$ cat src/isa_pkg.sv
`default_nettype none

package isa_pkg;

  typedef logic [31:0] xlen_t;
  typedef logic [4:0]  reg_idx_t;
  typedef logic [6:0]  opcode_t;

  ////////////////////
  // Instruction formats

  typedef struct packed {
    logic [6:0] funct7;
    reg_idx_t   rs2;
    reg_idx_t   rs1;
    logic [2:0] funct3;
    reg_idx_t   rd;
    opcode_t    opcode;
  } r_fmt_t;

  typedef struct packed {
    logic [11:0] imm;
    reg_idx_t    rs1;
    logic [2:0]  funct3;
    reg_idx_t    rd;
    opcode_t     opcode;
  } i_fmt_t;

  typedef struct packed {
    logic [6:0] imm_11_5;
    reg_idx_t   rs2;
    reg_idx_t   rs1;
    logic [2:0] funct3;
    logic [4:0] imm_4_0;
    opcode_t    opcode;
  } s_fmt_t;

  typedef struct packed {
    logic       imm_12;
    logic [5:0] imm_10_5;
    reg_idx_t   rs2;
    reg_idx_t   rs1;
    logic [2:0] funct3;
    logic [3:0] imm_4_1;
    logic       imm_11;
    opcode_t    opcode;
  } b_fmt_t;

  typedef struct packed {
    logic [19:0] imm_31_12;
    reg_idx_t    rd;
    opcode_t     opcode;
  } u_fmt_t;

  typedef struct packed {
    logic       imm_20;
    logic [9:0] imm_10_1;
    logic       imm_11;
    logic [7:0] imm_19_12;
    reg_idx_t   rd;
    opcode_t    opcode;
  } j_fmt_t;

  // One instruction word, six ways to look at it
  typedef union packed {
    r_fmt_t r;
    i_fmt_t i;
    s_fmt_t s;
    b_fmt_t b;
    u_fmt_t u;
    j_fmt_t j;
  } inst_u;

  ////////////////////
  // Major opcodes

  localparam opcode_t OP_OP     = 7'b0110011;
  localparam opcode_t OP_IMM    = 7'b0010011;
  localparam opcode_t OP_LUI    = 7'b0110111;
  localparam opcode_t OP_AUIPC  = 7'b0010111;
  localparam opcode_t OP_LOAD   = 7'b0000011;
  localparam opcode_t OP_STORE  = 7'b0100011;
  localparam opcode_t OP_JAL    = 7'b1101111;
  localparam opcode_t OP_JALR   = 7'b1100111;
  localparam opcode_t OP_BRANCH = 7'b1100011;

  // funct3, ALU group (shared by register and immediate forms)
  localparam logic [2:0] F3_ADD_SUB = 3'b000;
  localparam logic [2:0] F3_SLL     = 3'b001;
  localparam logic [2:0] F3_SLT     = 3'b010;
  localparam logic [2:0] F3_SLTU    = 3'b011;
  localparam logic [2:0] F3_XOR     = 3'b100;
  localparam logic [2:0] F3_SRL_SRA = 3'b101;
  localparam logic [2:0] F3_OR      = 3'b110;
  localparam logic [2:0] F3_AND     = 3'b111;
  localparam logic [2:0] F3_MUL     = 3'b000;

  // funct3, memory, jump and branch
  localparam logic [2:0] F3_LW   = 3'b010;
  localparam logic [2:0] F3_SW   = 3'b010;
  localparam logic [2:0] F3_JALR = 3'b000;
  localparam logic [2:0] F3_BEQ  = 3'b000;
  localparam logic [2:0] F3_BNE  = 3'b001;
  localparam logic [2:0] F3_BLT  = 3'b100;
  localparam logic [2:0] F3_BGE  = 3'b101;
  localparam logic [2:0] F3_BLTU = 3'b110;
  localparam logic [2:0] F3_BGEU = 3'b111;

  localparam logic [6:0] F7_BASE = 7'b0000000;
  localparam logic [6:0] F7_ALT  = 7'b0100000; // SUB, SRA, SRAI
  localparam logic [6:0] F7_MUL  = 7'b0000001;

  ////////////////////
  // Internal operation codes

  typedef enum logic [5:0] {
    IOP_INVALID = 6'd0,
    IOP_ADD, IOP_SUB, IOP_AND, IOP_OR, IOP_XOR,
    IOP_SLT, IOP_SLTU, IOP_SRA, IOP_SRL, IOP_SLL, IOP_MUL,
    IOP_ADDI, IOP_ANDI, IOP_ORI, IOP_XORI, IOP_SLTI, IOP_SLTIU,
    IOP_SRAI, IOP_SRLI, IOP_SLLI,
    IOP_LUI, IOP_AUIPC, IOP_LW, IOP_SW, IOP_JAL, IOP_JALR,
    IOP_BEQ, IOP_BNE, IOP_BLT, IOP_BGE, IOP_BLTU, IOP_BGEU
  } iop_e;

  typedef enum logic [2:0] {
    IMM_NONE = 3'd0,
    IMM_I,
    IMM_S,
    IMM_B,
    IMM_U,
    IMM_J
  } imm_kind_e;

endpackage

`default_nettype wire

$ cat src/pipe_pkg.sv
`default_nettype none

package pipe_pkg;

  // Fetch latch, as the fetch stage packs it
  typedef struct packed {
    logic            valid;
    isa_pkg::inst_u  inst;
    isa_pkg::xlen_t  pc;
    isa_pkg::xlen_t  pc_plus;
    isa_pkg::xlen_t  pc_next;
    logic [7:0]      bhr_hash;
  } fe_latch_t;

  // Writeback strobe into the register file and scoreboard
  typedef struct packed {
    logic              en;
    isa_pkg::reg_idx_t rd;
    isa_pkg::xlen_t    value;
  } wb_write_t;

  // Decode latch, read by execute
  typedef struct packed {
    logic              valid;
    isa_pkg::inst_u    inst;
    isa_pkg::xlen_t    pc;
    isa_pkg::xlen_t    pc_plus;
    isa_pkg::xlen_t    pc_next;
    isa_pkg::iop_e     op;
    isa_pkg::xlen_t    rs1_val;
    isa_pkg::xlen_t    rs2_val;
    isa_pkg::xlen_t    imm;
    logic              is_br;
    logic              is_jmp;
    logic              rd_mem;  // Load
    logic              wr_mem;  // Store
    logic              wr_reg;
    isa_pkg::reg_idx_t rd;
    logic [7:0]        bhr_hash;
  } de_latch_t;

  // Decoder control bundle
  typedef struct packed {
    isa_pkg::iop_e      op;
    isa_pkg::imm_kind_e imm_kind;
    logic               use_rs1;
    logic               use_rs2;
    logic               is_br;
    logic               is_jmp;
    logic               rd_mem;
    logic               wr_mem;
    logic               wr_reg;
  } dec_ctrl_t;

endpackage

`default_nettype wire

$ cat src/decode_stage.sv
`timescale 1ns/1ps
`default_nettype none

module decode_stage (
  input  wire                      clk,
  input  wire                      reset,
  input  wire pipe_pkg::fe_latch_t fe_latch,
  input  wire                      br_mispred,
  input  wire pipe_pkg::wb_write_t wb,
  output logic                     stall,
  output pipe_pkg::de_latch_t      de_latch_out
);

  pipe_pkg::dec_ctrl_t ctrl;
  pipe_pkg::de_latch_t de_next;
  pipe_pkg::de_latch_t de_latch;
  isa_pkg::xlen_t      imm;
  isa_pkg::xlen_t      rs1_val;
  isa_pkg::xlen_t      rs2_val;

  ////////////////////
  // Decode blocks

  inst_decoder u_dec (
    .inst (fe_latch.inst),
    .ctrl (ctrl)
  );

  imm_gen u_imm (
    .inst (fe_latch.inst),
    .kind (ctrl.imm_kind),
    .imm  (imm)
  );

  reg_file u_rf (
    .clk     (clk),
    .reset   (reset),
    .rs1     (fe_latch.inst.r.rs1),
    .rs2     (fe_latch.inst.r.rs2),
    .wb      (wb),
    .rs1_val (rs1_val),
    .rs2_val (rs2_val)
  );

  scoreboard u_sb (
    .clk        (clk),
    .reset      (reset),
    .valid      (fe_latch.valid),
    .rs1        (fe_latch.inst.r.rs1),
    .rs2        (fe_latch.inst.r.rs2),
    .rd         (fe_latch.inst.r.rd),
    .use_rs1    (ctrl.use_rs1),
    .use_rs2    (ctrl.use_rs2),
    .wr_reg     (ctrl.wr_reg),
    .br_mispred (br_mispred),
    .wb         (wb),
    .stall      (stall)
  );

  ////////////////////
  // Next latch contents

  always_comb begin
    de_next.valid    = fe_latch.valid;
    de_next.inst     = fe_latch.inst;
    de_next.pc       = fe_latch.pc;
    de_next.pc_plus  = fe_latch.pc_plus;
    de_next.pc_next  = fe_latch.pc_next;
    de_next.op       = ctrl.op;
    de_next.rs1_val  = rs1_val;
    de_next.rs2_val  = rs2_val;
    de_next.imm      = imm;
    de_next.is_br    = ctrl.is_br;
    de_next.is_jmp   = ctrl.is_jmp;
    de_next.rd_mem   = ctrl.rd_mem;
    de_next.wr_mem   = ctrl.wr_mem;
    de_next.wr_reg   = ctrl.wr_reg;
    de_next.rd       = fe_latch.inst.r.rd;
    de_next.bhr_hash = fe_latch.bhr_hash;
  end

  always_ff @(posedge clk) begin
    if (reset)
      de_latch <= '0;
    else if (stall)
      de_latch <= '0; // Bubble, fetch holds its latch meanwhile
    else
      de_latch <= de_next;
  end

  assign de_latch_out = de_latch;

  a_stall_bubble: assert property (@(posedge clk) disable iff (reset)
    stall |=> !de_latch_out.valid)
    else $error("stalled slot reached execute");

endmodule

`default_nettype wire

$ cat src/imm_gen.sv
`timescale 1ns/1ps
`default_nettype none

module imm_gen (
  input  wire isa_pkg::inst_u     inst,
  input  wire isa_pkg::imm_kind_e kind,
  output isa_pkg::xlen_t          imm
);

  always_comb begin
    case (kind)
      isa_pkg::IMM_I: imm = {{20{inst.i.imm[11]}}, inst.i.imm};
      isa_pkg::IMM_S: imm = {{20{inst.s.imm_11_5[6]}}, inst.s.imm_11_5, inst.s.imm_4_0};
      isa_pkg::IMM_B: begin
        // Branch offsets are halfword aligned
        imm = {{19{inst.b.imm_12}}, inst.b.imm_12, inst.b.imm_11,
               inst.b.imm_10_5, inst.b.imm_4_1, 1'b0};
      end
      isa_pkg::IMM_U: imm = {inst.u.imm_31_12, 12'b0}; // Upper 20 bits only
      isa_pkg::IMM_J: begin
        imm = {{11{inst.j.imm_20}}, inst.j.imm_20, inst.j.imm_19_12,
               inst.j.imm_11, inst.j.imm_10_1, 1'b0};
      end
      isa_pkg::IMM_NONE: imm = '0;
      default:           imm = '0;
    endcase
  end

endmodule

`default_nettype wire

$ cat src/inst_decoder.sv
`timescale 1ns/1ps
`default_nettype none

module inst_decoder (
  input  wire isa_pkg::inst_u inst,
  output pipe_pkg::dec_ctrl_t ctrl
);

  isa_pkg::iop_e op;
  logic          writes; // Op produces a register result

  ////////////////////
  // Opcode match

  always_comb begin
    op = isa_pkg::IOP_INVALID;
    case (inst.r.opcode)
      isa_pkg::OP_OP: begin
        if (inst.r.funct7 == isa_pkg::F7_BASE) begin
          case (inst.r.funct3)
            isa_pkg::F3_ADD_SUB: op = isa_pkg::IOP_ADD;
            isa_pkg::F3_SLL:     op = isa_pkg::IOP_SLL;
            isa_pkg::F3_SLT:     op = isa_pkg::IOP_SLT;
            isa_pkg::F3_SLTU:    op = isa_pkg::IOP_SLTU;
            isa_pkg::F3_XOR:     op = isa_pkg::IOP_XOR;
            isa_pkg::F3_SRL_SRA: op = isa_pkg::IOP_SRL;
            isa_pkg::F3_OR:      op = isa_pkg::IOP_OR;
            isa_pkg::F3_AND:     op = isa_pkg::IOP_AND;
            default:             op = isa_pkg::IOP_INVALID;
          endcase
        end else if (inst.r.funct7 == isa_pkg::F7_ALT) begin
          if (inst.r.funct3 == isa_pkg::F3_ADD_SUB) op = isa_pkg::IOP_SUB;
          if (inst.r.funct3 == isa_pkg::F3_SRL_SRA) op = isa_pkg::IOP_SRA;
        end else if (inst.r.funct7 == isa_pkg::F7_MUL && inst.r.funct3 == isa_pkg::F3_MUL) begin
          op = isa_pkg::IOP_MUL; // Only MUL from the M group
        end
      end
      isa_pkg::OP_IMM: begin
        case (inst.i.funct3)
          isa_pkg::F3_ADD_SUB: op = isa_pkg::IOP_ADDI;
          isa_pkg::F3_SLT:     op = isa_pkg::IOP_SLTI;
          isa_pkg::F3_SLTU:    op = isa_pkg::IOP_SLTIU;
          isa_pkg::F3_XOR:     op = isa_pkg::IOP_XORI;
          isa_pkg::F3_OR:      op = isa_pkg::IOP_ORI;
          isa_pkg::F3_AND:     op = isa_pkg::IOP_ANDI;
          isa_pkg::F3_SLL: begin
            if (inst.r.funct7 == isa_pkg::F7_BASE) op = isa_pkg::IOP_SLLI;
          end
          isa_pkg::F3_SRL_SRA: begin // Shift kind sits in the upper imm bits
            if (inst.r.funct7 == isa_pkg::F7_BASE) op = isa_pkg::IOP_SRLI;
            if (inst.r.funct7 == isa_pkg::F7_ALT) op = isa_pkg::IOP_SRAI;
          end
          default: op = isa_pkg::IOP_INVALID;
        endcase
      end
      isa_pkg::OP_LUI:   op = isa_pkg::IOP_LUI;
      isa_pkg::OP_AUIPC: op = isa_pkg::IOP_AUIPC;
      isa_pkg::OP_JAL:   op = isa_pkg::IOP_JAL;
      isa_pkg::OP_LOAD: begin
        if (inst.i.funct3 == isa_pkg::F3_LW) op = isa_pkg::IOP_LW;
      end
      isa_pkg::OP_STORE: begin
        if (inst.i.funct3 == isa_pkg::F3_SW) op = isa_pkg::IOP_SW;
      end
      isa_pkg::OP_JALR: begin
        if (inst.i.funct3 == isa_pkg::F3_JALR) op = isa_pkg::IOP_JALR;
      end
      isa_pkg::OP_BRANCH: begin
        case (inst.i.funct3)
          isa_pkg::F3_BEQ:  op = isa_pkg::IOP_BEQ;
          isa_pkg::F3_BNE:  op = isa_pkg::IOP_BNE;
          isa_pkg::F3_BLT:  op = isa_pkg::IOP_BLT;
          isa_pkg::F3_BGE:  op = isa_pkg::IOP_BGE;
          isa_pkg::F3_BLTU: op = isa_pkg::IOP_BLTU;
          isa_pkg::F3_BGEU: op = isa_pkg::IOP_BGEU;
          default:          op = isa_pkg::IOP_INVALID;
        endcase
      end
      default: op = isa_pkg::IOP_INVALID;
    endcase
  end

  ////////////////////
  // Control flags per operation class

  always_comb begin
    ctrl    = '0;
    writes  = 1'b0;
    ctrl.op = op;
    case (op)
      isa_pkg::IOP_ADD, isa_pkg::IOP_SUB, isa_pkg::IOP_AND, isa_pkg::IOP_OR,
      isa_pkg::IOP_XOR, isa_pkg::IOP_SLT, isa_pkg::IOP_SLTU, isa_pkg::IOP_SRA,
      isa_pkg::IOP_SRL, isa_pkg::IOP_SLL, isa_pkg::IOP_MUL: begin
        ctrl.use_rs1 = 1'b1;
        ctrl.use_rs2 = 1'b1;
        writes       = 1'b1;
      end
      isa_pkg::IOP_ADDI, isa_pkg::IOP_ANDI, isa_pkg::IOP_ORI, isa_pkg::IOP_XORI,
      isa_pkg::IOP_SLTI, isa_pkg::IOP_SLTIU, isa_pkg::IOP_SRAI, isa_pkg::IOP_SRLI,
      isa_pkg::IOP_SLLI, isa_pkg::IOP_LW, isa_pkg::IOP_JALR: begin
        ctrl.imm_kind = isa_pkg::IMM_I;
        ctrl.use_rs1  = 1'b1;
        ctrl.rd_mem   = (op == isa_pkg::IOP_LW);
        ctrl.is_jmp   = (op == isa_pkg::IOP_JALR);
        writes        = 1'b1;
      end
      isa_pkg::IOP_LUI, isa_pkg::IOP_AUIPC: begin
        ctrl.imm_kind = isa_pkg::IMM_U; // No register sources
        writes        = 1'b1;
      end
      isa_pkg::IOP_JAL: begin
        ctrl.imm_kind = isa_pkg::IMM_J;
        ctrl.is_jmp   = 1'b1;
        writes        = 1'b1;
      end
      isa_pkg::IOP_SW: begin
        ctrl.imm_kind = isa_pkg::IMM_S;
        ctrl.use_rs1  = 1'b1;
        ctrl.use_rs2  = 1'b1;
        ctrl.wr_mem   = 1'b1;
      end
      isa_pkg::IOP_BEQ, isa_pkg::IOP_BNE, isa_pkg::IOP_BLT,
      isa_pkg::IOP_BGE, isa_pkg::IOP_BLTU, isa_pkg::IOP_BGEU: begin
        ctrl.imm_kind = isa_pkg::IMM_B;
        ctrl.use_rs1  = 1'b1;
        ctrl.use_rs2  = 1'b1;
        ctrl.is_br    = 1'b1;
      end
      default: ctrl.imm_kind = isa_pkg::IMM_NONE;
    endcase
    ctrl.wr_reg = writes && (inst.r.rd != '0); // x0 is never a destination
  end

  // Unknown encodings must reach execute as harmless
  always_comb begin
    if (ctrl.op == isa_pkg::IOP_INVALID) begin
      assert (!ctrl.wr_reg && !ctrl.wr_mem && !ctrl.is_br && !ctrl.is_jmp)
        else $error("invalid op carries side-effect flags");
    end
  end

endmodule

`default_nettype wire

$ cat src/reg_file.sv
`timescale 1ns/1ps
`default_nettype none

module reg_file (
  input  wire                      clk,
  input  wire                      reset,
  input  wire isa_pkg::reg_idx_t   rs1,
  input  wire isa_pkg::reg_idx_t   rs2,
  input  wire pipe_pkg::wb_write_t wb,
  output isa_pkg::xlen_t           rs1_val,
  output isa_pkg::xlen_t           rs2_val
);

  isa_pkg::xlen_t regs [32];

  // Read with x0 forced to zero and same-cycle writeback forwarded
  function automatic isa_pkg::xlen_t read_port(isa_pkg::reg_idx_t idx);
    if (idx == '0)
      return '0;
    else if (wb.en && wb.rd == idx)
      return wb.value;
    else
      return regs[idx];
  endfunction

  initial begin
    for (int i = 0; i < 32; i++)
      regs[i] = '0;
  end

  always @(posedge clk) begin
    if (wb.en && wb.rd != '0) // x0 is hardwired
      regs[wb.rd] <= wb.value;
  end

  always_comb begin
    rs1_val = read_port(rs1);
    rs2_val = read_port(rs2);
  end

  a_x0_zero: assert property (@(posedge clk) disable iff (reset) regs[0] == '0)
    else $error("x0 holds a nonzero value");

endmodule

`default_nettype wire

$ cat src/scoreboard.sv
`timescale 1ns/1ps
`default_nettype none

module scoreboard (
  input  wire                      clk,
  input  wire                      reset,
  input  wire                      valid,
  input  wire isa_pkg::reg_idx_t   rs1,
  input  wire isa_pkg::reg_idx_t   rs2,
  input  wire isa_pkg::reg_idx_t   rd,
  input  wire                      use_rs1,
  input  wire                      use_rs2,
  input  wire                      wr_reg,
  input  wire                      br_mispred,
  input  wire pipe_pkg::wb_write_t wb,
  output logic                     stall
);

  logic [31:0] busy; // One bit per register with a result still in flight
  logic        raw_hazard;

  assign raw_hazard = valid && ((use_rs1 && busy[rs1]) || (use_rs2 && busy[rs2]));
  assign stall      = br_mispred || raw_hazard;

  always_ff @(posedge clk) begin
    if (reset) begin
      busy <= '0;
    end else begin
      if (valid && wr_reg && !stall)
        busy[rd] <= 1'b1;
      if (wb.en)
        busy[wb.rd] <= 1'b0; // Later assignment, so a clear beats a set
    end
  end

  // Every retiring write was reserved when it passed decode
  a_wb_reserved: assert property (@(posedge clk) disable iff (reset)
    (wb.en && wb.rd != '0) |-> busy[wb.rd])
    else $error("writeback to x%0d without a scoreboard entry", wb.rd);

endmodule

`default_nettype wire

$ cat config.mk
export PLATFORM = sky130hd
export DESIGN_NAME = decode_stage
export DESIGN_NICKNAME = d
export VERILOG_FILES = /design/src/isa_pkg.sv /design/src/pipe_pkg.sv /design/src/decode_stage.sv /design/src/imm_gen.sv /design/src/inst_decoder.sv /design/src/reg_file.sv /design/src/scoreboard.sv
export SDC_FILE = /design/constraint.sdc
export NUM_CORES = 2
export LEC_CHECK = 0
export BUFFER_PORTS_ARGS = -buffer_cell sky130_fd_sc_hd__buf_2
export CAP_MARGIN = 20
export CORE_MARGIN = 8
export CORE_UTILIZATION = 31
export CTS_CLUSTER_DIAMETER = 80
export CTS_CLUSTER_SIZE = 24
export DETAILED_ROUTE_END_ITERATION = 16
export GPL_ROUTABILITY_DRIVEN = 0
export SYNTH_ARGS = -nofsm -noshare
export SYNTH_HDL_FRONTEND = slang
export SYNTH_SLANG_ARGS = --single-unit
$ cat constraint.sdc
create_clock -name clk -period 4.2 [get_ports clk]
set_input_delay 0.42 -clock clk [delete_from_list [all_inputs] [get_ports clk]]
set_output_delay 0.42 -clock clk [all_outputs]
set_load 0.01 [all_outputs]
==> flow_metrics.env <==
export IMPL_hold_class="in2reg"
export IMPL_grt_first_pass_wirelength_mm=260
export IMPL_reg2reg_from="u_sb.busy[3]$_SDFF_PP0_"
export IMPL_cp_end_kind="primary output"
export IMPL_synth_distinct_cells=73
export IMPL_finalSetupViolations=0
export IMPL_clk_pin_slew_ns=0.10
export IMPL_tightestPinTransition_ns=0.960
export IMPL_cts_tree="built"
export IMPL_portBuffers=427
export IMPL_drc=0
export IMPL_relSlewSlack_pct=35.8
export IMPL_die_area_sq_um=200000
export IMPL_grt_usage_pct=17.8
export IMPL_synthCells=3026
export IMPL_ys_top_cells_by_area="edfxtp_1 53%, mux4_2 26%, dfxtp_1 9.6%, nor3b_1 1.8%, mux2i_1 1.2%"
export IMPL_reg2reg_to="de_latch_out[112]$_SDFF_PP0_"
export IMPL_cts_setup_buffers=0
export IMPL_drt_first_pass_iters=6
export IMPL_drt_iter0_markers=3220
export IMPL_pre_cts_ws_ns=0.0499
export IMPL_die_height_um=447
export IMPL_post_route_period_util_pct=96.6
export IMPL_grt_pass1_vias=34783
export IMPL_fin_area_sq_um=67500
export IMPL_crit_arrival_ns=3.64
export IMPL_critPathMaxFanout=9
export IMPL_std_cell_rows=158
export IMPL_fin_tns_setup_ns=0
export IMPL_postSynth_asyncResetShare_pct=0
export IMPL_whs_ns=0.0627
export IMPL_rsz0062_at_grt="no"
export IMPL_synthMostInstantiatedCell="edfxtp_1"
export IMPL_ys_seq_area_share_pct=63.1
export IMPL_start_util_pct=31.1
export IMPL_ant_nets=0
export IMPL_status="completed"
export IMPL_dpl_cell_area_sq_um=63800
export IMPL_h_tree_depth=3
export IMPL_peakVddDrop_mv=0.356
export IMPL_areaGrowthSynthToFinish_pct=17.3
export IMPL_startpoint="fe_latch[116]"
export IMPL_r2r_cells=11
export IMPL_multi_input_area_sq_um=20500
export IMPL_synth_seq_cells=1300
export IMPL_setup_ws_ns=0.145
export IMPL_viasPerCell=5.54
export IMPL_cts_buffers=77
export IMPL_leakagePower_nw=22.0
export IMPL_clk_latency_ns=0.72
export IMPL_fin_crit_ns=4.06
export IMPL_fin_nets=3737
export IMPL_total_power_mw=25.2
export IMPL_netlist_area_sq_um=57500
export IMPL_dr_total_vias=33814
export IMPL_cts_sinks=1300
export IMPL_antenna_found_initial=13
export IMPL_ys_warn_count=0
export IMPL_avgSynthCellArea_sq_um=19.0
export IMPL_synth_ff_type="edfxtp_1"
export IMPL_drv_slew=0
export IMPL_yosys_area_top_type="edfxtp_1"
export IMPL_core_area_sq_um=185000
export IMPL_nFillCells=16935
export IMPL_crit_end="stall"
export IMPL_grt_overflow=0
export IMPL_wl_per_cell_um=30.2
export IMPL_clockBufferDepth=3
export IMPL_synth_enable_flop_cells=1024
export IMPL_r2r_slack_ns=1.21
export IMPL_yosysTopAreaCellShare_pct=53.4
export IMPL_synthTopCellsByCount="1,024 x edfxtp_1, 654 x mux4_2, 276 x dfxtp_1"
export IMPL_drt_wl_total_mm=185
export IMPL_worst_clock_skew_ns=0.0561
export IMPL_hpwl_mm=113
export IMPL_power_density_nw_per_um2=374
export IMPL_die_w_um=447
export IMPL_cts_root_buffer="clkbuf_16"
export IMPL_worstSetupPathType="in2out"
export IMPL_boundaryPins=428
export IMPL_layout_drive_gt1_share_pct=40.0
export IMPL_worstPathRequired_ns=3.78
export IMPL_hold_viol=0
export IMPL_start_kind="input pin"
export IMPL_seqCellArea_sq_um=36300
export IMPL_grt_max_degree=100
export IMPL_fmax_ghz=0.247
export IMPL_cap_violations=0
==> state kept, by name (all words and copies together) (netlist names) <==
name / flops
u_sb.busy: 32
de_latch_out: 244
u_rf.regs: 1024
==> worst min path at each step <==
stage                                  from                     endpoint  slack [ns]  cells after the start
finish                        fe_latch[130]  de_latch_out[44]$_SDFF_PP0_        0.06                      3
global route                  fe_latch[130]  de_latch_out[44]$_SDFF_PP0_        0.04                      3
CTS                           fe_latch[130]  de_latch_out[44]$_SDFF_PP0_      0.0009                      3
detailed placement  u_sb.busy[0]$_SDFF_PP0_      u_sb.busy[0]$_SDFF_PP0_        0.50                      1
global placement    u_sb.busy[0]$_SDFF_PP0_      u_sb.busy[0]$_SDFF_PP0_        0.50                      1
floorplan           u_sb.busy[0]$_SDFF_PP0_      u_sb.busy[0]$_SDFF_PP0_        0.46                      1
==> per-stage QoR <==
stage	cells	util (%)
after CTS	6098	36.5
after floorplan	3057	-
after global placement	5847	34.5
final	6106	36.5
after detailed placement	5847	34.5
after global routing	6103	36.5
==> report_power, final <==
part / internal [mW] / leakage, nW / switching, mW
logic: 1.19 / 9.27 / 1.41
clock network: 3.73 / 1.23 / 4.70
registers: 14.1 / 11.5 / 0.0990
total: 19.0 / 22.0 / 6.21
==> cells by family (layout without fill, tap and decap cells) <==
| group | count (synthesis) | in the layout | share of synthesized area [%] |
|---|---|---|---|
| flops | 1300 | 1300 | 63.1 |
| xor+xnor | 11 | 11 | 0.167 |
| other cells | 1 | 40 | 0.00652 |
| buf+inv | 268 | 829 | 1.98 |
| fa+ha+maj | 5 | 5 | 0.109 |
| compound gates | 194 | 194 | 2.24 |
| mux | 728 | 728 | 26.9 |
| simple gates | 519 | 519 | 5.54 |
==> critical path, stage by stage <==
cell and delay (ns):
buf_2 0.17, inv_1 0.13, ha_1 0.29, buf_4 0.19, a21oi_1 0.19, o31a_1 0.16, o32ai_1 0.10, or4_1 0.57
a21oi_2 0.30, o21ai_1 0.16, o221ai_2 0.33, a21boi_4 0.14, or2_2 0.34, buf_2 0.16
==> layer usage <==
metal  share of wire (%)  global-route usage (%)
met1                  38                    22.0
met2                  51                    31.3
met3                 7.6                    3.30
met4                 3.7                    6.39
met5              0.0065                       0
==> cell usage in the layout, fill, tap and decap left out, types with 35 or more instances in the layout <==
cell / netlist / routed
buf_12: 0 / 49
clkbuf_16: 0 / 78
mux4_2: 654 / 654
dlygate4sd3_1: 0 / 108
dfxtp_1: 276 / 276
mux2i_1: 68 / 68
nand2_1: 38 / 38
or3b_2: 36 / 36
buf_2: 23 / 417
a21oi_1: 80 / 80
nor2_1: 121 / 88
o31ai_1: 35 / 35
edfxtp_1: 1024 / 1024
nor4_1: 75 / 73
nor3b_1: 137 / 137
buf_4: 6 / 102
==> what timing repair did <==
action / CTS / global route
hold endpoints to repair: 108 / 0
hold buffers: 108 / 0
endpoints found under the setup margin: 0 / 1
resized for setup: 0 / 4
==> area by class of cell <==
class | instances | share of cell area (%)
Inverter | 5 | 0.0278
Antenna cell | 8 | 0.0297
Tap cell | 2480 | 4.60
Multi-Input combinational cell | 1489 | 30.4
Clock buffer | 105 | 3.07
Clock inverter | 38 | 0.747
Sequential cell | 1300 | 53.7
Timing Repair Buffer | 681 | 7.39
Power figures use the tool's default switching activity.
